$ cat config.mk
export PLATFORM = sky130hd
export DESIGN_NAME = rename_top
export DESIGN_NICKNAME = d
export VERILOG_FILES = /design/src/design/rename_pkg.sv /design/src/design/rename_decode.sv /design/src/design/free_list.sv /design/src/design/rename_map.sv /design/src/design/retire_unit.sv /design/src/design/rename_top.sv
export VERILOG_INCLUDE_DIRS = /design/src /design/src/design
export SDC_FILE = /design/constraint.sdc
export NUM_CORES = 2
export LEC_CHECK = 0
export BUFFER_PORTS_ARGS = -buffer_cell sky130_fd_sc_hd__clkbuf_2
export CAP_MARGIN = 25
export CORE_UTILIZATION = 65
export DETAILED_ROUTE_END_ITERATION = 7
export PLACE_DENSITY = 0.82
export SETUP_SLACK_MARGIN = 0.05
export SYNTH_ARGS = -nofsm -noshare
export SYNTH_HDL_FRONTEND = slang
export SYNTH_SLANG_ARGS = --single-unit
export TNS_END_PERCENT = 5
$ cat constraint.sdc
create_clock -name clk -period 6.4 [get_ports clk]
set_clock_uncertainty 0.1 [all_clocks]
set_input_delay 0.64 -clock clk [delete_from_list [all_inputs] [get_ports clk]]
set_output_delay 0.64 -clock clk [all_outputs]
set_load 0.01 [all_outputs]
$ cat src/design/rename_defs.svh
`ifndef RENAME_DEFS_SVH
`define RENAME_DEFS_SVH

// Architectural sizes of the rename slice

// RV32I integer register file
`define ARCH_REGS 32

// Physical register file behind the rename tables
`define PHYS_REGS 64

// Free physical registers, at most PHYS_REGS minus the nonzero
// architectural mappings and the pinned x0
`define FREE_DEPTH 32

// In-order rename log, one entry per allocation
`define LOG_DEPTH 32

`endif

$ cat src/design/rename_pkg.sv
`include "rename_defs.svh"

package rename_pkg;

    typedef logic [$clog2(`ARCH_REGS)-1:0] areg_t;  // Architectural index
    typedef logic [$clog2(`PHYS_REGS)-1:0] preg_t;  // Physical index

    // RV32I major opcodes handled by the renamer
    typedef enum logic [6:0] {
        op_lui    = 7'b0110111,
        op_auipc  = 7'b0010111,
        op_jal    = 7'b1101111,
        op_jalr   = 7'b1100111,
        op_branch = 7'b1100011,
        op_load   = 7'b0000011,
        op_store  = 7'b0100011,
        op_imm    = 7'b0010011,
        op_reg    = 7'b0110011
    } opcode_t;

    // One allocation, kept until retire
    typedef struct packed {
        areg_t rd;
        preg_t new_pd;
        preg_t old_pd;  // Mapping displaced by this instruction
    } log_entry_t;

endpackage

$ cat src/design/rename_decode.sv
`timescale 1ns/1ps

module rename_decode
    import rename_pkg::*;
(
    input  logic [31:0] instr,
    output areg_t       rs1,
    output areg_t       rs2,
    output areg_t       rd,
    output logic        uses_rs1,
    output logic        uses_rs2,
    output logic        writes_rd
);

    opcode_t opcode;

    assign opcode = opcode_t'(instr[6:0]);

    always_comb begin
        uses_rs1  = 1'b0;
        uses_rs2  = 1'b0;
        writes_rd = 1'b0;
        case (opcode)
            op_lui, op_auipc, op_jal: begin
                writes_rd = 1'b1;  // Immediate or PC only
            end
            op_jalr, op_load, op_imm: begin
                uses_rs1  = 1'b1;
                writes_rd = 1'b1;
            end
            op_reg: begin
                uses_rs1  = 1'b1;
                uses_rs2  = 1'b1;
                writes_rd = 1'b1;
            end
            op_branch, op_store: begin
                uses_rs1 = 1'b1;
                uses_rs2 = 1'b1;  // No destination
            end
            default: begin
                // FENCE, SYSTEM and unknown opcodes touch no register
            end
        endcase
    end

    // Fields that the opcode does not use read as x0
    assign rs1 = uses_rs1  ? instr[19:15] : '0;
    assign rs2 = uses_rs2  ? instr[24:20] : '0;
    assign rd  = writes_rd ? instr[11:7]  : '0;

endmodule

$ cat src/design/free_list.sv
`timescale 1ns/1ps
`include "rename_defs.svh"

module free_list
    import rename_pkg::*;
(
    input  logic       clk,
    input  logic       rst,
    input  logic       alloc,
    input  logic       release_en,
    input  logic       commit,
    input  logic       flush,
    input  preg_t      release_preg,
    output preg_t      free_preg,
    output logic       free_empty,
    output logic [5:0] free_count
);

    localparam int AW = $clog2(`FREE_DEPTH);

    preg_t       entries [`FREE_DEPTH];
    logic [AW:0] head;         // Next slot for a released register
    logic [AW:0] tail;         // Oldest free register, speculative
    logic [AW:0] tail_commit;  // Tail as seen by retired instructions

    // Top bit of each pointer tells a full queue from an empty one
    assign free_preg  = entries[tail[AW-1:0]];
    assign free_empty = (head == tail);
    assign free_count = 6'(head - tail);

    always_ff @(posedge clk) begin
        if (rst) begin
            head        <= {1'b1, {AW{1'b0}}};  // All slots hold a free register
            tail        <= '0;
            tail_commit <= '0;
        end else begin
            if (release_en) begin
                head <= head + 1'b1;
            end
            if (commit) begin
                tail_commit <= tail_commit + 1'b1;  // One retired allocation
            end
            if (flush) begin
                tail <= tail_commit;  // Speculative allocations become free again
            end else if (alloc) begin
                tail <= tail + 1'b1;
            end
        end
    end

    // Registers above the architectural ones start out free, in order
    always_ff @(posedge clk) begin
        if (rst) begin
            for (int i = 0; i < `FREE_DEPTH; i++) begin
                entries[i] <= preg_t'(`ARCH_REGS + i);
            end
        end else if (release_en) begin
            entries[head[AW-1:0]] <= release_preg;
        end
    end

endmodule

$ cat src/design/rename_map.sv
`timescale 1ns/1ps
`include "rename_defs.svh"

module rename_map
    import rename_pkg::*;
(
    input  logic       clk,
    input  logic       rst,
    input  logic       instr_valid,
    input  logic       flush,
    input  areg_t      rs1,
    input  areg_t      rs2,
    input  areg_t      rd,
    input  logic       uses_rs1,
    input  logic       uses_rs2,
    input  logic       writes_rd,
    input  preg_t      free_preg,
    input  logic       free_empty,
    input  logic       log_full,
    input  preg_t      committed_table [`ARCH_REGS],
    output logic       alloc,
    output logic       log_push,
    output log_entry_t log_entry,
    output logic       rename_valid,
    output logic       stall,
    output preg_t      ps1,
    output preg_t      ps2,
    output preg_t      pd,
    output preg_t      old_pd
);

    preg_t spec_table [`ARCH_REGS];
    logic  need_alloc;
    logic  blocked;
    logic  accept;

    assign need_alloc = writes_rd && (rd != '0);  // x0 stays on physical 0
    assign blocked    = need_alloc && (free_empty || log_full);
    assign accept     = instr_valid && !flush && !blocked;
    assign alloc      = accept && need_alloc;
    assign log_push   = alloc;
    assign log_entry  = '{rd: rd, new_pd: free_preg, old_pd: spec_table[rd]};

    always_ff @(posedge clk) begin
        if (rst) begin
            for (int i = 0; i < `ARCH_REGS; i++) begin
                spec_table[i] <= preg_t'(i);  // Identity mapping
            end
        end else if (flush) begin
            spec_table <= committed_table;
        end else if (alloc) begin
            spec_table[rd] <= free_preg;
        end
    end

    always_ff @(posedge clk) begin
        if (rst) begin
            rename_valid <= 1'b0;
            stall        <= 1'b0;
        end else begin
            rename_valid <= accept;
            stall        <= instr_valid && !flush && blocked;  // Instruction is dropped
        end
    end

    // Sources see the table before this instruction's own write
    always_ff @(posedge clk) begin
        ps1    <= uses_rs1 ? spec_table[rs1] : '0;
        ps2    <= uses_rs2 ? spec_table[rs2] : '0;
        pd     <= alloc ? free_preg : '0;
        old_pd <= need_alloc ? spec_table[rd] : '0;
    end

endmodule

$ cat src/design/retire_unit.sv
`timescale 1ns/1ps
`include "rename_defs.svh"

module retire_unit
    import rename_pkg::*;
(
    input  logic       clk,
    input  logic       rst,
    input  logic       retire,
    input  logic       flush,
    input  logic       log_push,
    input  log_entry_t log_entry,
    output logic       log_full,
    output logic       release_en,
    output logic       commit,
    output preg_t      release_preg,
    output preg_t      committed_table [`ARCH_REGS]
);

    localparam int AW = $clog2(`LOG_DEPTH);

    log_entry_t  log_mem [`LOG_DEPTH];
    log_entry_t  oldest;
    logic [AW:0] wr_ptr;
    logic [AW:0] rd_ptr;
    logic        log_empty;

    assign oldest    = log_mem[rd_ptr[AW-1:0]];
    assign log_empty = (wr_ptr == rd_ptr);
    assign log_full  = (wr_ptr[AW-1:0] == rd_ptr[AW-1:0]) && (wr_ptr[AW] != rd_ptr[AW]);

    // Retire on an empty log, or under flush, does nothing
    assign commit       = retire && !flush && !log_empty;
    assign release_en   = commit;
    assign release_preg = oldest.old_pd;

    always_ff @(posedge clk) begin
        if (rst) begin
            wr_ptr <= '0;
            rd_ptr <= '0;
        end else if (flush) begin
            wr_ptr <= rd_ptr;  // Drop every speculative entry
        end else begin
            if (log_push) begin
                wr_ptr <= wr_ptr + 1'b1;
            end
            if (commit) begin
                rd_ptr <= rd_ptr + 1'b1;
            end
        end
    end

    always_ff @(posedge clk) begin
        if (log_push) begin
            log_mem[wr_ptr[AW-1:0]] <= log_entry;
        end
    end

    // Architectural state as of the last retired instruction
    always_ff @(posedge clk) begin
        if (rst) begin
            for (int i = 0; i < `ARCH_REGS; i++) begin
                committed_table[i] <= preg_t'(i);
            end
        end else if (commit) begin
            committed_table[oldest.rd] <= oldest.new_pd;
        end
    end

endmodule

$ cat src/design/rename_top.sv
`timescale 1ns/1ps
`include "rename_defs.svh"

module rename_top
    import rename_pkg::*;
(
    input  logic        clk,
    input  logic        rst,
    input  logic        instr_valid,
    input  logic [31:0] instr,
    input  logic        retire,
    input  logic        flush,
    output logic        rename_valid,
    output preg_t       ps1,
    output preg_t       ps2,
    output preg_t       pd,
    output preg_t       old_pd,
    output logic        stall,
    output logic [5:0]  free_count
);

    areg_t      rs1;
    areg_t      rs2;
    areg_t      rd;
    logic       uses_rs1;
    logic       uses_rs2;
    logic       writes_rd;
    logic       alloc;
    logic       log_push;
    log_entry_t log_entry;
    logic       free_empty;
    logic       log_full;
    logic       release_en;
    logic       commit;
    preg_t      release_preg;
    preg_t      free_preg;
    preg_t      committed_table [`ARCH_REGS];

    rename_decode u_decode (
        .instr(instr), .rs1(rs1), .rs2(rs2), .rd(rd),
        .uses_rs1(uses_rs1), .uses_rs2(uses_rs2), .writes_rd(writes_rd)
    );

    rename_map u_map (
        .clk(clk), .rst(rst), .instr_valid(instr_valid), .flush(flush),
        .rs1(rs1), .rs2(rs2), .rd(rd),
        .uses_rs1(uses_rs1), .uses_rs2(uses_rs2), .writes_rd(writes_rd),
        .free_preg(free_preg), .free_empty(free_empty), .log_full(log_full),
        .committed_table(committed_table),
        .alloc(alloc), .log_push(log_push), .log_entry(log_entry),
        .rename_valid(rename_valid), .stall(stall),
        .ps1(ps1), .ps2(ps2), .pd(pd), .old_pd(old_pd)
    );

    free_list u_free_list (
        .clk(clk), .rst(rst), .alloc(alloc), .release_en(release_en),
        .commit(commit), .flush(flush), .release_preg(release_preg),
        .free_preg(free_preg), .free_empty(free_empty), .free_count(free_count)
    );

    retire_unit u_retire (
        .clk(clk), .rst(rst), .retire(retire), .flush(flush),
        .log_push(log_push), .log_entry(log_entry), .log_full(log_full),
        .release_en(release_en), .commit(commit), .release_preg(release_preg),
        .committed_table(committed_table)
    );

endmodule

==> impl_metrics.yaml <==
status:
  status: "complete, no violations"
clock_tree:
  ctsResizeCount: 0
  cts_setup_buffers: 0
  clkSinkCount: 1186
  ctsHoldBuffers: 0
  htree_levels: 3
  tritoncts.num_buffers: 114
  clock_path_buffers: 3
  clk_latency_ns: 0.72
  clk_pin_slew_ns: 0.07
  root_buffer: "clkbuf_16"
  cts_tree: "yes"
sta:
  fmax_mhz: 216
  holdWs_ns: 0.0876
  rsz0062_at_grt: "false"
  finalMaxSlewViolations: 0
  fin_crit_ns: 4.64
  timing.final.crit_share: 0.725
  tns_ns: 0
  slew_headroom: 0.250
  setup_viol: 0
  worst_slack_ns: 1.76
  tightestPinTransition_ns: 1.10
  hold_viol_final: 0
synth:
  synth_area_um2: 53600
  synth_edf_count: 736
  async_flop_share: 0
  synth_area_per_cell_um2: 12.8
  ys.warnings.count: 0
  synth-seq-cells: 1186
  yosysUniqueCellTypes: 91
  synth-main-ff-cell: "edfxtp_1"
  syn-num-nets: 4258
  seq_area_frac_synth: 0.580
  syn_inst: 4204
route:
  first_pass_iters: 8
  drt_iter0_markers: 6148
  vias: 38200
  ant_nets: 0
  viasPerCell: 7.17
  drc: 0
  wl_per_cell_um: 31.5
  wl_um: 168000
floorplan:
  die_y_um: 289
  core_region_area_um2: 81100
  rows: 104
  die_area_um2: 83600
  dieWidth_um: 289
  start_util: 0.661
  ios: 69
critical_path:
  critPathLaunchType: "flip-flop"
  arrival_ns: 5.06
  crit_chain: "buf_4 > mux4_1 > mux4_2 > mux2_2 > buf_4 > or4_1 > o211ai_1 > a21oi_1"
  critical_path_buf_inv_count: 2
  required_ns: 6.82
  path_max_fanout: 35
  cp_common_cell: "buf_4"
  cpPeakStageDelay_ns: 0.92
  path_delay_family: "multiplexers"
  critPathCaptureType: "flip-flop"
  critical_path_class: "reg2reg"
  slowest_stage: "dfxtp_2"
layout:
  drive_above_1_share: 0.182
  area_growth_pct: 10.0
  fin_nets: 4219
  fillCellCount: 5174
  layout_commonest_cell: "edfxtp_1"
  final_cell_mix: "edfxtp_1, nand2_1, dfxtp_1"
grt:
  gr-total-overflow: 0
  grt_max_degree: 101
  antenna_found_initial: 3
  grt_usage: 0.401
  grt_pass1_wl_um: 244000
  first_global_vias: 36700
pwr:
  max-vdd-ir-drop_mv: 0.250
  p_leak_uw: 0.0194
  finalPower_uw: 16300
  powerDensity_nw_per_um2: 276
place:
  hpwl_um: 105000
  gp_congestion: 1.09
  place_ws_ns: 1.89
  numPortBuffers: 58
hold_path:
  hold_path.class: "in2reg"
run:
  maxCapViolCount: 0
## cells in the mapped netlist (52+ instances only)
cell type / count / share of area
clkbuf_1: 225 / 0.016
dfxtp_1: 450 / 0.17
buf_2: 54 / 0.0050
mux4_2: 231 / 0.097
mux2i_1: 379 / 0.071
a21oi_1: 272 / 0.025
o21ai_0: 132 / 0.012
nand2_1: 463 / 0.032
nor2_1: 334 / 0.023
nand3_1: 52 / 0.0049
nor3_1: 57 / 0.0053
edfxtp_1: 736 / 0.41
o211ai_1: 69 / 0.0097
or3_1: 59 / 0.0069
## layout make-up
cell class | count | area [µm²] | area share
Clock inverter | 72 | 823 | 0.0140
Tap cell | 1060 | 1330 | 0.0225
Timing Repair Buffer | 183 | 1390 | 0.0236
Antenna cell | 1 | 2.50 | 0.0000424
Inverter | 37 | 144 | 0.00244
Clock buffer | 143 | 3190 | 0.0541
Multi-Input combinational cell | 2643 | 21000 | 0.356
Sequential cell | 1186 | 31100 | 0.528
## routing by layer
| metal | GRT usage | up-vias | wire length (µm) | share of wire |
|---|---|---|---|---|
| li1 | - | 15900 | - | - |
| met1 | 0.543 | 18900 | 61200 | 0.36 |
| met2 | 0.624 | 2901 | 77500 | 0.46 |
| met3 | 0.0830 | 524 | 20400 | 0.12 |
| met4 | 0.193 | 2 | 8740 | 0.052 |
| met5 | 0 | - | 16 | 0.000095 |
## tightest hold or removal path: cells and delay by family
kind,cells,cell delay [ns]
buffers and inverters,1,0.10
and+or+nand+nor,2,0.09
## flip-flops by register name, indices dropped and copies added (netlist names), 192 cells and up, named ones only
register / count
u_retire.log_mem: 544
u_free_list.entries: 192
u_map.spec_table: 192
u_retire.committed_table: 192
## per-stage QoR
stage,cells,area [µm²],util
final,5325,59000,0.727
after detailed placement,5102,54900,0.677
after global routing,5324,59000,0.727
after floorplan,4204,53600,-
after global placement,5097,54800,0.676
after CTS,5317,58900,0.726
## cell families (layout without fill, tap and decap cells)
logic type / count (synthesis) / count (layout) / synth area share
flip-flops: 1186 / 1186 / 0.580
buffers and inverters: 375 / 435 / 0.0319
AND/OR/NAND/NOR: 1167 / 1167 / 0.103
multiplexers: 679 / 679 / 0.187
other: 0 / 1 / 0
AO/OA/AOI/OAI: 753 / 753 / 0.0895
XOR/XNOR: 27 / 27 / 0.00441
adder cells (fa/ha/maj): 17 / 17 / 0.00411
## power by group
group / switching (µW) / internal, µW
combinational: 587 / 243
clock: 3060 / 4120
sequential: 82.1 / 8160
## worst paths after layout
| path | slack (ns) | from | cells after the start | endpoint |
|---|---|---|---|---|
| setup / recovery | 1.76 | flip-flop | 8 | u_map.spec_table[47] |
| hold / removal | 0.09 | instr_valid | 3 | u_map.rename_valid |
| setup reg to reg | 1.76 | flip-flop | 8 | u_map.spec_table[47] |
| hold reg to reg | 0.32 | u_retire.committed_table[106] | 2 | u_map.spec_table[106] |
(Power assumes the default switching activity.)
